$ cat config.mk
export PLATFORM = sky130hd
export DESIGN_NAME = alu
export DESIGN_NICKNAME = d
export VERILOG_FILES = /design/src/alu_pkg.sv /design/src/alu.sv /design/src/alu_datapath.sv /design/src/alu_control.sv /design/src/add_sub_unit.sv /design/src/operand_reg.sv
export SDC_FILE = /design/constraint.sdc
export NUM_CORES = 1
export LEC_CHECK = 0
export ABC_CLOCK_PERIOD_IN_PS = 7900
export BUFFER_PORTS_ARGS = -buffer_cell sky130_fd_sc_hd__buf_2
export CAP_MARGIN = 20
export CORE_UTILIZATION = 45
export DETAILED_ROUTE_END_ITERATION = 8
export GPL_TIMING_DRIVEN = 0
export PLACE_DENSITY = 0.68
export SETUP_SLACK_MARGIN = 0.1
export SYNTH_ARGS = -nofsm -noshare
export SYNTH_HDL_FRONTEND = slang
export SYNTH_SLANG_ARGS = --single-unit
$ cat constraint.sdc
create_clock -name clk -period 7.9 [get_ports clk]
set_clock_uncertainty 0.05 [all_clocks]
set_input_delay 0 -clock clk [delete_from_list [all_inputs] [get_ports clk]]
set_output_delay 0 -clock clk [all_outputs]
set_load 0.01 [all_outputs]
$ cat src/alu_pkg.sv
`default_nettype none

package alu_pkg;

  localparam int DATA_WIDTH_DEFAULT = 16;

  // codes 4 and 10..15 are treated as OP_NONE
  typedef enum logic [3:0] {
    OP_NONE = 4'd0,
    OP_ADD  = 4'd1,
    OP_SUB  = 4'd2,
    OP_MUL  = 4'd3, // booth, high word then low word
    OP_SHL  = 4'd5,
    OP_SHR  = 4'd6,
    OP_AND  = 4'd7,
    OP_OR   = 4'd8,
    OP_XOR  = 4'd9
  } op_e;

  typedef enum logic [1:0] {
    LF_AND = 2'd0,
    LF_OR  = 2'd1,
    LF_XOR = 2'd2
  } logic_fn_e;

  typedef enum logic {
    A_FROM_ADDER = 1'b0,
    A_FROM_LOGIC = 1'b1
  } a_src_e;

  // bit positions in the one-hot state vector
  typedef enum int unsigned {
    ST_WAIT  = 0,
    ST_INIT  = 1,
    ST_ADD   = 2,
    ST_SUB   = 3,
    ST_SHIFT = 4,
    ST_OUT_A = 5,
    ST_OUT_Q = 6
  } state_idx_e;

endpackage

`default_nettype wire
$ cat src/alu.sv
`timescale 1ns/100ps
`default_nettype none

module alu #(
  parameter int W = alu_pkg::DATA_WIDTH_DEFAULT
) (
  input  wire logic         clk,
  input  wire logic         rst_b,
  input  wire logic [W-1:0] x,
  input  wire logic [W-1:0] y,
  input  wire alu_pkg::op_e op,
  output logic      [W-1:0] z,
  output logic              idle,
  output logic              result_ready
);

  logic               load_operands;
  logic               clear_a;
  logic               load_a;
  alu_pkg::a_src_e    a_src;
  alu_pkg::logic_fn_e logic_fn;
  logic               use_q;
  logic               subtract;
  logic               shift_left;
  logic               shift_right;
  logic               count_step;
  logic               out_q;
  logic               q_lsb;
  logic               q_guard;
  logic               count_done;

  alu_control u_control (
    .clk           (clk),
    .rst_b         (rst_b),
    .op            (op),
    .q_lsb         (q_lsb),
    .q_guard       (q_guard),
    .count_done    (count_done),
    .idle          (idle),
    .load_operands (load_operands),
    .clear_a       (clear_a),
    .load_a        (load_a),
    .a_src         (a_src),
    .logic_fn      (logic_fn),
    .use_q         (use_q),
    .subtract      (subtract),
    .shift_left    (shift_left),
    .shift_right   (shift_right),
    .count_step    (count_step),
    .out_q         (out_q),
    .result_ready  (result_ready)
  );

  alu_datapath #(.W(W)) u_datapath (
    .clk           (clk),
    .rst_b         (rst_b),
    .x             (x),
    .y             (y),
    .load_operands (load_operands),
    .clear_a       (clear_a),
    .load_a        (load_a),
    .a_src         (a_src),
    .logic_fn      (logic_fn),
    .use_q         (use_q),
    .subtract      (subtract),
    .shift_left    (shift_left),
    .shift_right   (shift_right),
    .count_step    (count_step),
    .out_q         (out_q),
    .q_lsb         (q_lsb),
    .q_guard       (q_guard),
    .count_done    (count_done),
    .z             (z)
  );

endmodule

`default_nettype wire

$ cat src/alu_datapath.sv
`timescale 1ns/100ps
`default_nettype none

module alu_datapath #(
  parameter int W = alu_pkg::DATA_WIDTH_DEFAULT
) (
  input  wire logic               clk,
  input  wire logic               rst_b,
  input  wire logic [W-1:0]       x,
  input  wire logic [W-1:0]       y,
  input  wire logic               load_operands,
  input  wire logic               clear_a,
  input  wire logic               load_a,
  input  wire alu_pkg::a_src_e    a_src,
  input  wire alu_pkg::logic_fn_e logic_fn,
  input  wire logic               use_q,
  input  wire logic               subtract,
  input  wire logic               shift_left,
  input  wire logic               shift_right,
  input  wire logic               count_step,
  input  wire logic               out_q,
  output logic                    q_lsb,
  output logic                    q_guard,
  output logic                    count_done,
  output logic      [W-1:0]       z
);

  typedef logic [W-1:0] word_t;
  typedef logic [W:0]   qword_t; // bit 0 is the booth guard

  localparam int CNT_W = $clog2(W) + 1; // top bit marks W steps, W a power of two

  word_t            a_q;
  word_t            m_q;
  qword_t           q_q;
  word_t            q_hi;
  word_t            adder_a;
  word_t            sum;
  word_t            logic_out;
  word_t            a_d;
  logic             add_ovf;
  logic             a_ovf_q;
  logic             a_shift_in;
  logic             q_shift_in;
  logic [CNT_W-1:0] cnt_q;

  assign q_hi    = q_q[W:1];
  assign adder_a = use_q ? q_hi : a_q;

  add_sub_unit #(.W(W)) u_add_sub (
    .a        (adder_a),
    .b        (m_q),
    .subtract (subtract),
    .sum      (sum)
  );

  // signed overflow, b sign taken after inversion
  assign add_ovf = ~(adder_a[W-1] ^ m_q[W-1] ^ subtract) & (adder_a[W-1] ^ sum[W-1]);

  // booth A +- M can wrap, the following shift needs the true sign
  always_ff @(posedge clk or negedge rst_b) begin
    if (!rst_b) begin
      a_ovf_q <= 1'b0;
    end else if (load_a) begin
      a_ovf_q <= add_ovf & (a_src == alu_pkg::A_FROM_ADDER);
    end else if (clear_a | shift_right) begin
      a_ovf_q <= 1'b0;
    end
  end

  always_comb begin
    case (logic_fn)
      alu_pkg::LF_OR:  logic_out = q_hi | m_q;
      alu_pkg::LF_XOR: logic_out = q_hi ^ m_q;
      default:         logic_out = q_hi & m_q;
    endcase
  end

  assign a_d        = (a_src == alu_pkg::A_FROM_LOGIC) ? logic_out : sum;
  assign a_shift_in = a_q[W-1] ^ a_ovf_q;   // arithmetic shift of A
  assign q_shift_in = shift_right & a_q[0]; // left shift fills zero

  operand_reg #(.payload_t(word_t)) u_a_reg (
    .clk         (clk),
    .rst_b       (rst_b),
    .load        (load_a),
    .clear       (clear_a),
    .shift_left  (1'b0),
    .shift_right (shift_right),
    .shift_in    (a_shift_in),
    .d           (a_d),
    .q           (a_q)
  );

  operand_reg #(.payload_t(qword_t)) u_q_reg (
    .clk         (clk),
    .rst_b       (rst_b),
    .load        (load_operands),
    .clear       (1'b0),
    .shift_left  (shift_left),
    .shift_right (shift_right),
    .shift_in    (q_shift_in),
    .d           ({x, 1'b0}),
    .q           (q_q)
  );

  // M follows y every cycle
  operand_reg #(.payload_t(word_t)) u_m_reg (
    .clk         (clk),
    .rst_b       (rst_b),
    .load        (1'b1),
    .clear       (1'b0),
    .shift_left  (1'b0),
    .shift_right (1'b0),
    .shift_in    (1'b0),
    .d           (y),
    .q           (m_q)
  );

  always_ff @(posedge clk or negedge rst_b) begin
    if (!rst_b) begin
      cnt_q <= '0;
    end else if (load_operands) begin
      cnt_q <= '0;
    end else if (count_step) begin
      cnt_q <= cnt_q + CNT_W'(1);
    end
  end

  assign q_lsb      = q_q[1];
  assign q_guard    = q_q[0];
  assign count_done = cnt_q[CNT_W-1];
  assign z          = out_q ? q_hi : a_q; // low word of product or shift result

endmodule

`default_nettype wire

$ cat src/alu_control.sv
`timescale 1ns/100ps
`default_nettype none

module alu_control (
  input  wire logic           clk,
  input  wire logic           rst_b,
  input  wire alu_pkg::op_e   op,
  input  wire logic           q_lsb,
  input  wire logic           q_guard,
  input  wire logic           count_done,
  output logic                idle,
  output logic                load_operands,
  output logic                clear_a,
  output logic                load_a,
  output alu_pkg::a_src_e     a_src,
  output alu_pkg::logic_fn_e  logic_fn,
  output logic                use_q,
  output logic                subtract,
  output logic                shift_left,
  output logic                shift_right,
  output logic                count_step,
  output logic                out_q,
  output logic                result_ready
);

  localparam int STATE_COUNT = 7;
  localparam logic [STATE_COUNT-1:0] WAIT_ONEHOT = STATE_COUNT'(1) << alu_pkg::ST_WAIT;

  logic [STATE_COUNT-1:0] state_q;
  logic [STATE_COUNT-1:0] state_d;
  alu_pkg::op_e           op_q;

  logic accept;
  logic is_add;
  logic is_sub;
  logic is_mul;
  logic is_shl;
  logic is_shr;
  logic is_logic;
  logic booth_add;
  logic booth_sub;
  logic booth_shift;
  logic decide;

  // unused codes never leave WAIT
  assign accept = state_q[alu_pkg::ST_WAIT] & (op inside {alu_pkg::OP_ADD, alu_pkg::OP_SUB,
      alu_pkg::OP_MUL, alu_pkg::OP_SHL, alu_pkg::OP_SHR, alu_pkg::OP_AND, alu_pkg::OP_OR,
      alu_pkg::OP_XOR});

  assign is_add   = (op_q == alu_pkg::OP_ADD);
  assign is_sub   = (op_q == alu_pkg::OP_SUB);
  assign is_mul   = (op_q == alu_pkg::OP_MUL);
  assign is_shl   = (op_q == alu_pkg::OP_SHL);
  assign is_shr   = (op_q == alu_pkg::OP_SHR);
  assign is_logic = (op_q == alu_pkg::OP_AND) | (op_q == alu_pkg::OP_OR) |
                    (op_q == alu_pkg::OP_XOR);

  assign booth_add   = ~q_lsb & q_guard;  // pair 01
  assign booth_sub   = q_lsb & ~q_guard;  // pair 10
  assign booth_shift = ~(booth_add | booth_sub);

  // booth step picked in INIT and after every shift until W shifts are done
  assign decide = is_mul & (state_q[alu_pkg::ST_INIT] |
                            (state_q[alu_pkg::ST_SHIFT] & ~count_done));

  // one-hot next state
  assign state_d[alu_pkg::ST_WAIT] = (state_q[alu_pkg::ST_WAIT] & ~accept) |
                                     (state_q[alu_pkg::ST_OUT_A] & ~is_mul) |
                                     (state_q[alu_pkg::ST_OUT_Q] & (is_mul | is_shl | is_shr));
  assign state_d[alu_pkg::ST_INIT] = accept;
  assign state_d[alu_pkg::ST_ADD]  = (state_q[alu_pkg::ST_INIT] & is_add) |
                                     (decide & booth_add);
  assign state_d[alu_pkg::ST_SUB]  = (state_q[alu_pkg::ST_INIT] & is_sub) |
                                     (decide & booth_sub);
  assign state_d[alu_pkg::ST_SHIFT] = (state_q[alu_pkg::ST_INIT] & (is_shl | is_shr)) |
                                      (decide & booth_shift) |
                                      (is_mul & (state_q[alu_pkg::ST_ADD] |
                                                 state_q[alu_pkg::ST_SUB]));
  assign state_d[alu_pkg::ST_OUT_A] = (state_q[alu_pkg::ST_ADD] & is_add) |
                                      (state_q[alu_pkg::ST_SUB] & is_sub) |
                                      (state_q[alu_pkg::ST_SHIFT] & is_mul & count_done) |
                                      (state_q[alu_pkg::ST_OUT_Q] & is_logic);
  assign state_d[alu_pkg::ST_OUT_Q] = (state_q[alu_pkg::ST_INIT] & is_logic) |
                                      (state_q[alu_pkg::ST_OUT_A] & is_mul) |
                                      (state_q[alu_pkg::ST_SHIFT] & (is_shl | is_shr));

  always_ff @(posedge clk or negedge rst_b) begin
    if (!rst_b) begin
      state_q <= WAIT_ONEHOT;
      op_q    <= alu_pkg::OP_NONE;
    end else begin
      state_q <= state_d;
      if (state_q[alu_pkg::ST_WAIT]) begin
        op_q <= op; // held for the whole operation
      end
    end
  end

  // strobes act on the edge that leaves the current state
  assign idle          = state_q[alu_pkg::ST_WAIT];
  assign load_operands = accept;
  assign clear_a       = accept;
  assign load_a        = (state_q[alu_pkg::ST_INIT] & (is_add | is_sub | is_logic)) |
                         (decide & (booth_add | booth_sub));
  assign a_src         = is_logic ? alu_pkg::A_FROM_LOGIC : alu_pkg::A_FROM_ADDER;
  assign use_q         = state_q[alu_pkg::ST_INIT] & (is_add | is_sub);
  assign subtract      = (state_q[alu_pkg::ST_INIT] & is_sub) | (decide & booth_sub);
  assign shift_left    = state_q[alu_pkg::ST_INIT] & is_shl;
  assign count_step    = (decide & booth_shift) |
                         (is_mul & (state_q[alu_pkg::ST_ADD] | state_q[alu_pkg::ST_SUB]));
  assign shift_right   = (state_q[alu_pkg::ST_INIT] & is_shr) | count_step;
  assign out_q         = state_q[alu_pkg::ST_OUT_Q] & (is_mul | is_shl | is_shr);
  assign result_ready  = (state_q[alu_pkg::ST_OUT_A] & (is_add | is_sub | is_mul | is_logic)) |
                         out_q;

  always_comb begin
    case (op_q)
      alu_pkg::OP_OR:  logic_fn = alu_pkg::LF_OR;
      alu_pkg::OP_XOR: logic_fn = alu_pkg::LF_XOR;
      default:         logic_fn = alu_pkg::LF_AND;
    endcase
  end

endmodule

`default_nettype wire

$ cat src/add_sub_unit.sv
`timescale 1ns/100ps
`default_nettype none

module add_sub_unit #(
  parameter int W = alu_pkg::DATA_WIDTH_DEFAULT
) (
  input  wire logic [W-1:0] a,
  input  wire logic [W-1:0] b,
  input  wire logic         subtract,
  output logic      [W-1:0] sum
);

  logic [W-1:0] b_eff;
  logic [W-1:0] carry; // carry into each bit, carry out of the msb is dropped

  // a - b = a + ~b + 1
  assign b_eff    = b ^ {W{subtract}};
  assign carry[0] = subtract;

  for (genvar i = 0; i < W; i++) begin : g_fa
    assign sum[i] = a[i] ^ b_eff[i] ^ carry[i];

    if (i < W - 1) begin : g_carry
      assign carry[i+1] = (a[i] & b_eff[i]) | (carry[i] & (a[i] ^ b_eff[i]));
    end
  end

endmodule

`default_nettype wire

$ cat src/operand_reg.sv
`timescale 1ns/100ps
`default_nettype none

module operand_reg #(
  parameter type payload_t = logic [alu_pkg::DATA_WIDTH_DEFAULT-1:0]
) (
  input  wire logic clk,
  input  wire logic rst_b,
  input  wire logic load,
  input  wire logic clear,
  input  wire logic shift_left,
  input  wire logic shift_right,
  input  wire logic shift_in,
  input  wire payload_t d,
  output payload_t q
);

  localparam int N = $bits(payload_t);

  payload_t q_next;

  // priority is clear, load, left shift, right shift
  always_comb begin
    q_next = q;
    if (clear) begin
      q_next = '0;
    end else if (load) begin
      q_next = d;
    end else if (shift_left) begin
      q_next = {q[N-2:0], shift_in}; // vacated lsb takes shift_in
    end else if (shift_right) begin
      q_next = {shift_in, q[N-1:1]}; // vacated msb takes shift_in
    end
  end

  always_ff @(posedge clk or negedge rst_b) begin
    if (!rst_b) begin
      q <= '0;
    end else begin
      q <= q_next;
    end
  end

endmodule

`default_nettype wire

Word level (Yosys, flattened, before mapping)
Index checks and enable logic that the tools add are counted.
Cells by class
  $add $sub $neg: 1
  bitwise logic cells: 153
  reduce and logical (&&, ||, !) cells: 5
  equal/unequal tests: 18
  multiplexer cells: 16
Operators by type and width (number)
  $mux W16: 6
  $and A1 B1 Y1: 62
  $mux W17: 3
  $or A1 B1 Y1: 43
  $xor A1 B1 Y1: 36
  $pmux W16 S2: 1
  $xor A16 B16 Y16: 2
  $eq A4 B3 Y1 const B: 6
  $and A16 B16 Y16: 1
  $eq A4 B2 Y1 const B: 4
  $eq A4 B4 Y1 const B: 4
  $or A16 B16 Y16: 1
  $mux W5: 2
  $eq A4 B1 Y1 const B: 2
  $not A1 Y1: 8
  $reduce_bool A8 Y1: 1
  $reduce_bool A3 Y1: 2
  $add A5 B1 Y5 const B: 1
  $pmux W2 S2: 1
  $reduce_bool A2 Y1: 2
  $mux W1: 3
  $eq A2 B1 Y1 const B: 1
  $eq A2 B2 Y1 const B: 1
Word-level totals
  output and inout bits: 18
  input port bits: 38
  register bits: 66
  word-level logic and storage cells: 200

Logic depth before layout (Yosys ltp)
Gate-level depths: netlist (run 1).
  depth in word-level cells: 43
  mapped depth: 26
  mapped depth without buffers: 24

Cells and area by module
From an unflattened synthesis (run 1), not the netlist that was laid out.
Unflattened totals
  cells, all modules: 599
  area total of the unflattened synthesis: 6278.5 um^2
Modules (own cells, without submodules)
  operand_reg at u_datapath.u_a_reg ...: seq. area each 400.4 um^2, area each 1011.0 um^2, cells each 74, times used 2
  alu_datapath: seq. area each 150.1 um^2, area each 1858.0 um^2, cells each 225, times used 1
  operand_reg at u_datapath.u_q_reg: seq. area each 425.4 um^2, area each 1063.5 um^2, cells each 78, times used 1
  alu_control: seq. area each 276.5 um^2, area each 750.7 um^2, cells each 86, times used 1
  add_sub_unit: seq. area each 0.0 um^2, area each 584.3 um^2, cells each 62, times used 1

Worst setup path after synthesis (run 1)
No wires, ideal clock.
  path type: register -> register
  start: register u_control.op_q[1]
  end: register u_datapath.a_ovf_q
  stages on the path, launching flop included: 25
  path buffers: 3
  required time: 7.768 ns
  path slack: 0.488 ns
  library setup time: 0.082 ns
  clock period less this slack: 7.412 ns
  arrival: 7.280 ns
  path through: dfrtp_1 -> buf_4 -> xnor2_1 -> or2_1 -> clkbuf_1 -> buf_2 -> o21ai_1 -> fa_1 -> fa_1 -> fa_1 -> fa_1 -> fa_1 -> fa_1 -> fa_1 -> fa_1 -> fa_1 -> fa_1 -> fa_1 -> fa_1 -> inv_1 -> fa_1 -> fa_1 -> inv_1 -> or4_1 -> a31oi_1
On the way
  cells in the longest elaborated chain, start to end: 41
  elaborated cells on any way between the ends: 99
  classes of those cells: eq/ne (7); mux (3); bitwise (88); reduce/logical (1)
Ends and longest elaborated chain
  start, declared: line alu_control.sv:31  | alu_pkg::op_e op_q;
  start signal, assigned: line alu_control.sv:90  | op_q <= alu_pkg::OP_NONE;
  start signal, assigned: line alu_control.sv:94  | op_q <= op;
  $eq A4 B2 Y1: line alu_control.sv:52  | assign is_mul = (op_q == alu_pkg::OP_MUL);
  $and A1 B1 Y1: line alu_control.sv:63  | assign decide = is_mul & (state_q[alu_pkg::ST_INIT] |
  $and A1 B1 Y1: line alu_control.sv:107  | assign subtract = (state_q[alu_pkg::ST_INIT] & is_sub) | (decide & booth_sub);
  $or A1 B1 Y1: line alu_control.sv:107
  $xor A16 B16 Y16: line add_sub_unit.sv:17  | assign b_eff = b ^ {W{subtract}};
  $xor A1 B1 Y1: line add_sub_unit.sv:24  | assign carry[i+1] = (a[i] & b_eff[i]) | (carry[i] & (a[i] ^ b_eff[i]));
  $and A1 B1 Y1: line add_sub_unit.sv:24
  $or A1 B1 Y1: line add_sub_unit.sv:24
  (+25 left out)
  $or A1 B1 Y1: line add_sub_unit.sv:24
  $and A1 B1 Y1: line add_sub_unit.sv:24
  $or A1 B1 Y1: line add_sub_unit.sv:24
  $xor A1 B1 Y1: line add_sub_unit.sv:21  | assign sum[i] = a[i] ^ b_eff[i] ^ carry[i];
  $xor A1 B1 Y1: line alu_datapath.sv:58  | assign add_ovf = ~(adder_a[W-1] ^ m_q[W-1] ^ subtract) & (adder_a[W-1] ^ sum[W-1]);
  $and A1 B1 Y1: line alu_datapath.sv:58
  $and A1 B1 Y1: line alu_datapath.sv:65  | a_ovf_q <= add_ovf & (a_src == alu_pkg::A_FROM_ADDER);
  $mux W1: line alu_datapath.sv:64  | end else if (load_a) begin
  end signal, assigned: line alu_datapath.sv:65
  end, declared: line alu_datapath.sv:42  | logic a_ovf_q;
Several ways; a longest one is shown, not always the timed one.
A chain may end at the register's enable or synchronous reset.

Final worst setup path (run 1)
Ends and elaborated chain as after synthesis.

==> impl_metrics.py, run 1 <==
metrics = {
    "run_status": {
        "run_status": "complete, but fails checks",
        "failed_checks": "design-rule violations, negative hold slack",
    },
    "power_and_ir_drop": {
        "power_density_mw_per_mm2": 258,
        "clock_power_share_pct": 23.3,
        "p_comb_share_pct": 44.9,
        "p_switching_mw": 0.645,
        "peakVddDrop_mv": 0.150,
        "swShare_pct": 38.4,
        "seq_power_share_pct": 31.8,
        "p_total_mw": 1.68,
        "leakage_nw": 3.16,
        "power.internal_mw": 1.04,
    },
    "routing": {
        "antenna_left": 0,
        "drt-initial-drc-count": 227,
        "vias": 4364,
        "avgRoutedWirePerCell_um": 17.9,
        "routed_via_density": 5.57,
        "drcViolationCount": 4,
        "wl_um": 14100,
        "firstDrtPassIters": 6,
    },
    "setup_path": {
        "end_kind": "register",
        "cp_num_buf_inv": 5,
        "path_cells": "buf_4 -> xnor2_4 -> or2_4 -> buf_6 -> buf_6 -> o21ai_1 -> fa_1 -> fa_1 -> fa_1 -> fa_1 -> fa_2 -> fa_1 -> fa_1 -> fa_2 -> fa_1 -> fa_1 -> fa_2 -> fa_1 -> inv_1 -> fa_1 -> fa_2 -> inv_1 -> or4_1 -> a31oi_1",
        "cpMostUsedCell": "fa_1",
        "r2r_setup_slack_ns": 0.36,
        "critPathArrivalTime_ns": 7.76,
        "rr_worst_depth": 24,
        "reg2reg_from": "u_control.op_q[1]$_DFFE_PN0P_",
        "cp_max_fo": 10,
        "worst_setup_path_start_kind": "register",
        "cpMaxStageDelayCell": "or4_1",
        "cp.required_ns": 8.11,
        "path_class": "reg2reg",
        "timing.rr.end": "u_datapath.a_ovf_q$_DFFE_PN0P_",
        "startpoint": "u_control.op_q[1]$_DFFE_PN0P_",
        "cpPeakStageDelay_ns": 0.52,
        "crit_family": "adder cells",
    },
    "final_layout": {
        "drive_gt1_share_pct": 25.1,
        "final_common_cell": "dfrtp_1",
        "final_nets": 726,
        "fin_util_pct": 56.5,
        "multi_input_area_sq_mm": 0.00332,
        "antenna_cells": 0,
        "syn_to_final_growth_pct": 21.2,
        "n_fill_cell": 1016,
        "seq_area_sq_mm": 0.00166,
        "final_cell_mix": "dfrtp_1 (62), buf_2 (60), inv_1 (57)",
    },
    "grt": {
        "antenna_found_initial": 0,
        "grt_pass1_wl_um": 22600,
        "grt.overflow.total": 0,
        "track_usage_pct": 23.6,
        "grt_max_degree": 67,
        "grt_pass1_vias": 4463,
    },
    "synthesis": {
        "ys_async_sr_fraction_pct": 100,
        "syn_inst": 537,
        "synth_fp_nets": 626,
        "seq_area_frac_synth_pct": 30.8,
        "synth_area_leaders": "dfrtp_1 (30%), ha_1 (8.6%), a211oi_2 (7.0%)",
        "synth_top_flop_cell": "dfrtp_1",
        "synth_area_per_cell_sq_um": 10.0,
        "yosysTopAreaCell": "dfrtp_1",
        "yosysUniqueCellTypes": 59,
        "netlist_area_sq_mm": 0.00537,
        "synth_top_area_share_pct": 30.3,
        "synth-edff-count": 0,
        "ys_seq_elements": 66,
        "yosys_warnings": 0,
    },
    "timing": {
        "setup_violations": 0,
        "hold_violations": 1,
        "period_share_pct": 95.5,
        "hold_ws_ns": -0.00396,
        "fin_crit_ns": 7.54,
        "tightest_slew_ns": 1.01,
        "rsz0062_at_grt": "false",
        "slew_headroom_pct": 32.3,
        "slew_violations": 0,
        "max_freq_mhz": 133,
    },
    "hold_path": {
        "holdPathStages": 4,
        "hold_path.startpoint": "x[5]",
        "hold_class": "in2reg",
        "min_to": "u_datapath.u_q_reg.q[6]$_DFFE_PN0P_",
    },
    "clocking": {
        "clockBufferDepth": 2,
        "htree_levels": 3,
        "clkLatencyLatePin_ns": 0.34,
        "cts_tree": "done",
        "cts.sinks": 66,
        "path_clk_slew_ns": 0.06,
        "numCtsBuffers": 9,
        "cts_root_buf": "clkbuf_16",
    },
    "flow_run": {
        "drv_cap": 0,
    },
    "floorplan": {
        "start_util_pct": 46.6,
        "core_area_sq_mm": 0.0115,
        "ioPinCount": 56,
        "die_area_sq_mm": 0.0124,
        "die_w_um": 111,
        "die-height_um": 111,
        "rows": 39,
    },
    "place": {
        "post-dp-hpwl_um": 9660,
        "gp_congestion": 0.848,
        "place.port_buffers": 55,
    },
}
per-layer routing:
| layer | share of wire [%] | track usage, % | up-vias |
|---|---|---|---|
| met3 | 5.1 | 5.30 | 26 |
| met1 | 43 | 29.6 | 2119 |
| li1 | - | - | 2069 |
| met5 | 0 | 0 | - |
| met4 | 2.4 | 8.38 | 0 |
| met2 | 50 | 39.9 | 150 |
cell type report:
class	count	share of cell area, %
tap	143	2.75
inverter	57	3.29
clock inverter	1	0.115
timing repair buffer	89	9.34
sequential	66	25.5
clock buffer	14	4.36
buffer	37	3.63
multi-input combinational	377	51.1
sequential cells by signal (all words and copies together) (netlist names):
name                  flops
u_control.state_q         7
u_datapath.u_m_reg.q     16
u_control.op_q            4
u_datapath.cnt_q          5
u_datapath.u_a_reg.q     16
u_datapath.a_ovf_q        1
u_datapath.u_q_reg.q     17
power groups by stage:
stage	registers (mW)	logic [mW]	clock network [mW]
2_1_floorplan	0.495	0.554	0
3_3_place_gp	0.535	0.687	0
3_5_place_dp	0.537	0.718	0
4_1_cts	0.532	0.736	0.400
5_1_grt	0.547	0.834	0.412
6_report	0.534	0.755	0.392
metrics by stage:
step | setup slack (ns) | std cells | hold slack, ns | setup TNS [ns] | instance area [sq um]
5_1_grt | 0.123 | 784 | 0.0183 | 0 | 6510
4_1_cts | 0.103 | 780 | 0.00158 | 0 | 6430
3_3_place_gp | -0.327 | 735 | 0.0578 | -0.763 | 5820
6_report | 0.359 | 784 | -0.00396 | 0 | 6510
2_1_floorplan | 0.488 | 537 | -0.346 | 0 | 5370
3_5_place_dp | -0.352 | 735 | 0.0593 | -0.880 | 5830
worst register-to-register path, cell delays in order (launching register included):
cell	delay (ns)
dfrtp_1	0.43
buf_4	0.21
xnor2_4	0.22
or2_4	0.18
buf_6	0.15
buf_6	0.16
o21ai_1	0.09
fa_1	0.44
fa_1	0.40
fa_1	0.40
fa_1	0.40
fa_2	0.37
fa_1	0.39
fa_1	0.41
fa_2	0.37
fa_1	0.40
fa_1	0.39
fa_2	0.37
fa_1	0.38
inv_1	0.08
fa_1	0.21
fa_2	0.22
inv_1	0.05
or4_1	0.52
a31oi_1	0.17
how the worst max path moves through the flow:
stage | to | slack (ns) | cells past startpoint
2_1_floorplan | u_datapath.a_ovf_q$_DFFE_PN0P_ | 0.49 | 24
3_3_place_gp | u_datapath.a_ovf_q$_DFFE_PN0P_ | -0.33 | 24
3_5_place_dp | u_datapath.a_ovf_q$_DFFE_PN0P_ | -0.35 | 24
4_1_cts | u_datapath.a_ovf_q$_DFFE_PN0P_ | 0.10 | 24
5_1_grt | u_datapath.a_ovf_q$_DFFE_PN0P_ | 0.12 | 24
6_report | u_datapath.a_ovf_q$_DFFE_PN0P_ | 0.36 | 24
cell usage after synthesis (11+ instances only):
library cell / count
dfrtp_1: 65
inv_1: 57
ha_1: 37
mux2i_1: 34
a211oi_2: 30
nor2_1: 28
a21oi_1: 24
nand2_1: 24
xnor2_1: 21
mux2_1: 16
clkbuf_1: 15
nor2b_1: 15
nor3_1: 15
fa_1: 14
o21ai_1: 14
a221oi_1: 13
mux2_2: 11
cell families after synthesis:
group,Yosys count,share of synthesized area (%)
XOR/XNOR,24,3.92
AND/OR/NAND/NOR,118,11.7
multiplexers,70,14.5
adder cells (fa/ha/maj),51,13.8
AO/OA/AOI/OAI,114,17.3
flip-flops,66,30.8
buffers and inverters,94,7.95
timing repair:
item | 4_1_cts | 5_1_grt
pin swaps | 0 | 1
setup endpoints to repair | 4 | 3
gates cloned | 0 | 0
endpoints found under the hold margin | 94 | 0
buffers inserted | 0 | 4
gates resized for setup | 5 | 16
hold buffers | 30 | 0
No activity file was read; power rests on OpenSTA's default activity.
==> run 2, diff against run 1 <==
--- a/config.mk
+++ b/config.mk
@@ -8,10 +8,12 @@
 export ABC_CLOCK_PERIOD_IN_PS = 7900
 export BUFFER_PORTS_ARGS = -buffer_cell sky130_fd_sc_hd__buf_2
 export CAP_MARGIN = 20
-export CORE_UTILIZATION = 45
+export CELL_PAD_IN_SITES_DETAIL_PLACEMENT = 0
+export CELL_PAD_IN_SITES_GLOBAL_PLACEMENT = 1
+export CORE_UTILIZATION = 43
 export DETAILED_ROUTE_END_ITERATION = 8
 export GPL_TIMING_DRIVEN = 0
-export PLACE_DENSITY = 0.68
+export PLACE_DENSITY = 0.8
 export SETUP_SLACK_MARGIN = 0.1
 export SYNTH_ARGS = -nofsm -noshare
 export SYNTH_HDL_FRONTEND = slang
==> impl_metrics.py, run 2 (same netlist as run 1, synthesis figures left out) <==
metrics = {
    "setup_path": {
        "crit_end": "u_datapath.a_ovf_q$_DFFE_PN0P_",
        "startpoint": "u_control.op_q[2]$_DFFE_PN0P_",
        "timing.rr.end": "u_datapath.a_ovf_q$_DFFE_PN0P_",
        "critPathArrivalTime_ns": 7.79,
        "cp_max_fo": 10,
        "end_kind": "register",
        "rr_worst_depth": 23,
        "worst_setup_path_start_kind": "register",
        "path_class": "reg2reg",
        "reg2reg_from": "u_control.op_q[2]$_DFFE_PN0P_",
        "r2r_setup_slack_ns": 0.31,
        "cp.required_ns": 8.11,
    },
    "final_layout": {
        "largest_reg_flops": 17,
        "drive_gt1_share_pct": 24.8,
        "largest-register": "u_datapath.u_q_reg.q",
        "fin_util_pct": 54.1,
        "antenna_cells": 0,
        "reg_top3": "u_datapath.u_q_reg.q: 17 flops, u_datapath.u_a_reg.q: 16 flops, u_datapath.u_m_reg.q: 16 flops",
        "final_common_cell": "dfrtp_1",
        "final_nets": 728,
        "syn_to_final_growth_pct": 22.1,
        "final_cell_mix": "dfrtp_1 (63), buf_2 (60), inv_1 (57)",
    },
    "power_and_ir_drop": {
        "p_total_mw": 1.68,
        "p_switching_mw": 0.651,
        "clock_power_share_pct": 23.1,
        "swShare_pct": 38.8,
        "power_density_mw_per_mm2": 256,
        "power.internal_mw": 1.03,
        "seq_power_share_pct": 31.9,
        "leakage_nw": 3.17,
        "p_comb_share_pct": 45.0,
        "peakVddDrop_mv": 0.159,
    },
    "clocking": {
        "cts_tree": "done",
        "cts_root_buf": "clkbuf_16",
        "clkLatencyLatePin_ns": 0.35,
        "cts.sinks": 66,
        "clockBufferDepth": 2,
        "htree_levels": 3,
        "path_clk_slew_ns": 0.06,
        "numCtsBuffers": 9,
    },
    "floorplan": {
        "core_area_sq_mm": 0.0121,
        "ioPinCount": 56,
        "die-height_um": 114,
        "start_util_pct": 44.3,
        "die_w_um": 114,
        "rows": 40,
        "die_area_sq_mm": 0.0129,
    },
    "grt": {
        "grt.overflow.total": 0,
        "antenna_found_initial": 0,
        "track_usage_pct": 23.8,
        "grt_pass1_vias": 4447,
        "grt_pass1_wl_um": 23300,
        "grt_max_degree": 67,
    },
    "routing": {
        "antenna_left": 0,
        "firstDrtPassIters": 6,
        "drcViolationCount": 0,
        "drt-initial-drc-count": 159,
        "wl_um": 14300,
        "routed_via_density": 5.36,
        "vias": 4353,
        "avgRoutedWirePerCell_um": 17.7,
    },
    "hold_path": {
        "hold_class": "in2reg",
    },
    "timing": {
        "slew_headroom_pct": 42.5,
        "tightest_slew_ns": 0.863,
        "period_share_pct": 96.0,
        "hold_violations": 0,
        "slew_violations": 0,
        "max_freq_mhz": 132,
        "rsz0062_at_grt": "false",
        "fin_crit_ns": 7.59,
        "setup_violations": 0,
    },
    "place": {
        "place.port_buffers": 55,
        "gp_congestion": 0.860,
        "post-dp-hpwl_um": 9990,
    },
    "flow_run": {
        "drv_cap": 0,
    },
    "run_status": {
        "run_status": "finished, final reports clean",
    },
}
==> run 2: cell types whose count changed in the layout (fill, tap and decap cells not counted), sizes merged <==
| cell | previous run | this run |
|---|---|---|
| clkinv | 0 | 2 |
| dlygate4sd3 | 30 | 32 |
| clkinvlp | 1 | 0 |
==> run 2: final cells by class <==
class	count	area [sq um]
clock inverters	2	10.0
flip-flops and latches	66	1660
plain buffers	37	240
clock buffers	14	274
inverters	57	214
multi-input cells	377	3320
fillers	1129	5560
well taps	168	210
repair buffers	91	628
==> run 2: through the flow <==
| stage | hold slack, ns | setup TNS, ns | instance area [sq um] | setup slack [ns] | std cells |
|---|---|---|---|---|---|
| floorplan | -0.346 | 0 | 5370 | 0.488 | 537 |
| global placement | 0.0576 | -0.776 | 5850 | -0.327 | 760 |
| detailed placement | 0.0597 | -1.05 | 5860 | -0.401 | 760 |
| CTS | 0.00346 | 0 | 6490 | 0.139 | 808 |
| global route | 0.0213 | 0 | 6560 | 0.133 | 812 |
| finish | 0.00484 | 0 | 6560 | 0.312 | 812 |
==> run 2: critical path, cell delays in order (launching register included) <==
cell and delay [ns]:
dfrtp_2 0.44, or3b_4 0.44, or2_4 0.26, buf_6 0.15, nand2_1 0.06, o21ai_1 0.08
fa_1 0.46, fa_1 0.39, fa_1 0.39, fa_1 0.40, fa_1 0.39, fa_1 0.42
fa_2 0.37, fa_2 0.35, fa_1 0.40, fa_1 0.40, fa_1 0.40, fa_1 0.38
inv_1 0.08, fa_1 0.20, fa_2 0.23, inv_1 0.06, or4_1 0.51, a31oi_1 0.19
==> run 2: worst min path at each step <==
stage / startpoint / endpoint / depth (start not counted)
finish: x[3] / u_datapath.u_q_reg.q[4]$_DFFE_PN0P_ / 4
global route: x[3] / u_datapath.u_q_reg.q[4]$_DFFE_PN0P_ / 4
CTS: x[3] / u_datapath.u_q_reg.q[4]$_DFFE_PN0P_ / 4
detailed placement: y[1] / u_datapath.u_m_reg.q[1]$_DFF_PN0_ / 1
global placement: y[1] / u_datapath.u_m_reg.q[1]$_DFF_PN0_ / 1
floorplan: rst_b / u_control.op_q[0]$_DFFE_PN0P_ / 0
==> run 2: routing by layer <==
| layer | track usage [%] | wire (um) |
|---|---|---|
| met1 | 29.4 | 6200 |
| met3 | 5.21 | 651 |
| met5 | 0 | 0 |
| met4 | 7.11 | 310 |
| met2 | 41.7 | 7180 |
==> run 2: power groups by stage <==
stage          logic [mW]  registers [mW]  clock network (mW)
2_1_floorplan       0.554           0.495                   0
3_3_place_gp        0.697           0.535                   0
3_5_place_dp        0.719           0.539                   0
4_1_cts             0.742           0.533               0.394
5_1_grt             0.845           0.547               0.407
6_report            0.755           0.535               0.388
==> run 2: timing repair <==
| item | 4_1_cts | 5_1_grt |
|---|---|---|
| pin swaps | 0 | 1 |
| hold buffers | 32 | 0 |
| gates resized for setup | 6 | 15 |
| buffers inserted | 0 | 4 |
| endpoints found under the setup margin | 4 | 3 |
| hold endpoints to repair | 96 | 0 |
==> run 3, diff against run 2 <==
--- a/config.mk
+++ b/config.mk
@@ -8,12 +8,12 @@
 export ABC_CLOCK_PERIOD_IN_PS = 7900
 export BUFFER_PORTS_ARGS = -buffer_cell sky130_fd_sc_hd__buf_2
 export CAP_MARGIN = 20
-export CELL_PAD_IN_SITES_DETAIL_PLACEMENT = 0
-export CELL_PAD_IN_SITES_GLOBAL_PLACEMENT = 1
-export CORE_UTILIZATION = 43
+export CELL_PAD_IN_SITES_DETAIL_PLACEMENT = 1
+export CELL_PAD_IN_SITES_GLOBAL_PLACEMENT = 2
+export CORE_UTILIZATION = 35
 export DETAILED_ROUTE_END_ITERATION = 8
 export GPL_TIMING_DRIVEN = 0
-export PLACE_DENSITY = 0.8
+export PLACE_DENSITY = 0.79
 export SETUP_SLACK_MARGIN = 0.1
 export SYNTH_ARGS = -nofsm -noshare
 export SYNTH_HDL_FRONTEND = slang
==> impl_metrics.py, run 3 (same netlist as run 1, synthesis figures left out) <==
metrics = {
    "place": {
        "pre_cts_ws_ns": -0.507,
        "place.port_buffers": 55,
        "gp_congestion": 0.806,
        "post-dp-hpwl_um": 11800,
    },
    "power_and_ir_drop": {
        "peakVddDrop_mv": 0.120,
        "p_total_mw": 1.74,
        "power_density_mw_per_mm2": 265,
        "leakage_nw": 3.16,
    },
    "final_layout": {
        "largest-register": "u_datapath.u_q_reg.q",
        "drive_gt1_share_pct": 25.0,
        "largest_reg_flops": 17,
        "syn_to_final_growth_pct": 22.3,
        "reg_top3": "u_datapath.u_q_reg.q: 17 flops, u_datapath.u_a_reg.q: 16 flops, u_datapath.u_m_reg.q: 16 flops",
        "final_cell_mix": "dfrtp_1 (61), buf_2 (60), inv_1 (57)",
        "final_nets": 724,
        "final_common_cell": "dfrtp_1",
        "antenna_cells": 0,
    },
    "hold_path": {
        "hold_path.startpoint": "x[3]",
        "holdPathStages": 4,
        "hold_class": "in2reg",
        "min_to": "u_datapath.u_q_reg.q[4]$_DFFE_PN0P_",
    },
    "grt": {
        "track_usage_pct": 21.6,
        "met1_usage_pct": 27.4,
        "grt.overflow.total": 0,
        "top_usage_layer": "met2",
        "grt_util_met3_pct": 3.44,
        "use_met2_pct": 37.1,
        "grt_pass1_vias": 4814,
        "antenna_found_initial": 0,
        "grt_pass1_wl_um": 25900,
        "grt_max_degree": 67,
    },
    "clocking": {
        "numCtsBuffers": 9,
        "cts.sinks": 66,
        "path_clk_slew_ns": 0.06,
        "htree_levels": 3,
        "clockBufferDepth": 2,
        "cts_root_buf": "clkbuf_16",
        "clkLatencyLatePin_ns": 0.35,
        "cts_tree": "done",
    },
    "routing": {
        "drcViolationCount": 0,
        "routed_via_density": 5.37,
        "drt-initial-drc-count": 175,
        "wl_um": 16400,
        "vias": 4418,
        "avgRoutedWirePerCell_um": 19.9,
        "antenna_left": 0,
        "firstDrtPassIters": 4,
    },
    "setup_path": {
        "rr_worst_depth": 23,
        "critPathArrivalTime_ns": 7.76,
        "path_class": "reg2reg",
        "reg2reg_from": "u_control.op_q[2]$_DFFE_PN0P_",
        "end_kind": "register",
        "worst_setup_path_start_kind": "register",
        "cp.required_ns": 8.12,
        "cp_max_fo": 10,
        "timing.rr.end": "u_datapath.a_ovf_q$_DFFE_PN0P_",
        "r2r_setup_slack_ns": 0.36,
        "startpoint": "u_control.op_q[2]$_DFFE_PN0P_",
    },
    "timing": {
        "period_share_pct": 95.4,
        "hold_violations": 0,
        "setup_slack_ns": 0.362,
        "max_freq_mhz": 133,
        "fin_crit_ns": 7.54,
        "tightest_slew_ns": 0.905,
        "setup_violations": 0,
        "slew_headroom_pct": 39.7,
        "rsz0062_at_grt": "false",
        "hold_ws_ns": 0.00183,
        "slew_violations": 0,
    },
    "floorplan": {
        "die-height_um": 126,
        "die_area_sq_mm": 0.0158,
        "ioPinCount": 56,
        "die_w_um": 126,
        "core_area_sq_mm": 0.0148,
        "rows": 44,
        "start_util_pct": 36.4,
    },
    "run_status": {
        "run_status": "finished, final reports clean",
    },
    "flow_run": {
        "drv_cap": 0,
    },
}
## run 3: changes by cell type in the layout (fill, tap and decap cells not counted)
cell           delta
buf_4             -2
buf_6             -2
dfrtp_1           -2
dfrtp_2           +2
fa_1              -2
fa_2              +2
bufinv_16         +1
clkbuf_1          -1
clkbuf_8          +1
clkinv_2          -1
dlygate4sd3_1     -1
o21ai_0           +1
o21ai_2           -1
## run 3: power by group
part	switching (mW)	internal (mW)	total, mW
clock network	0.158	0.268	0.426
registers	0.121	0.420	0.541
logic	0.403	0.370	0.773
total	0.682	1.06	1.74
## run 3: critical path: stages (launching register included)
cell,delay [ns]
dfrtp_2,0.45
or3b_4,0.44
or2_4,0.26
clkbuf_8,0.18
nand2_1,0.09
o21ai_1,0.09
fa_1,0.46
fa_1,0.39
fa_1,0.40
fa_1,0.40
fa_1,0.41
fa_1,0.40
fa_1,0.40
fa_2,0.37
fa_2,0.35
fa_2,0.35
fa_2,0.36
fa_1,0.37
inv_1,0.08
fa_1,0.21
fa_2,0.22
inv_1,0.05
or4_1,0.51
a31oi_1,0.17
## run 3: metal layers
metal / routed length (um) / part of all wire [%] / vias to the layer above
li1: - / - / 2072
met1: 7440 / 45 / 2240
met2: 8090 / 49 / 82
met3: 523 / 3.2 / 24
met4: 309 / 1.9 / 0
met5: 0 / 0 / -
## run 3: worst max-delay path by stage
stage,end,cells past startpoint
after floorplan,u_datapath.a_ovf_q$_DFFE_PN0P_,24
after global placement,u_datapath.a_ovf_q$_DFFE_PN0P_,24
after detailed placement,u_datapath.a_ovf_q$_DFFE_PN0P_,24
after CTS,u_datapath.a_ovf_q$_DFFE_PN0P_,23
after global routing,u_datapath.a_ovf_q$_DFFE_PN0P_,23
final,u_datapath.a_ovf_q$_DFFE_PN0P_,23
## run 3: metrics by stage
| step | utilization (%) | instance area [sq um] | setup TNS [ns] | std cells |
|---|---|---|---|---|
| after floorplan | - | 5370 | 0 | 537 |
| after global placement | 39.8 | 5870 | -1.20 | 776 |
| after detailed placement | 39.8 | 5880 | -1.50 | 776 |
| after CTS | 44.3 | 6540 | 0 | 822 |
| after global routing | 44.5 | 6570 | 0 | 823 |
| final | 44.5 | 6570 | 0 | 823 |
## run 3: what timing repair did
item                                    4_1_cts  5_1_grt
endpoints found under the setup margin        4        3
pin swaps                                     0        0
gates resized for setup                      13        8
hold buffers                                 31        0
setup buffers                                 0        1
hold endpoints to repair                     95        0
## run 3: final cells by class
type	count	area, sq um
clock inverter	2	35.0
buffer	37	239
fill	1666	8190
clock buffer	13	270
multi-input combinational	377	3330
sequential	66	1660
tap	184	230
timing repair buffer	87	596
inverter	57	214
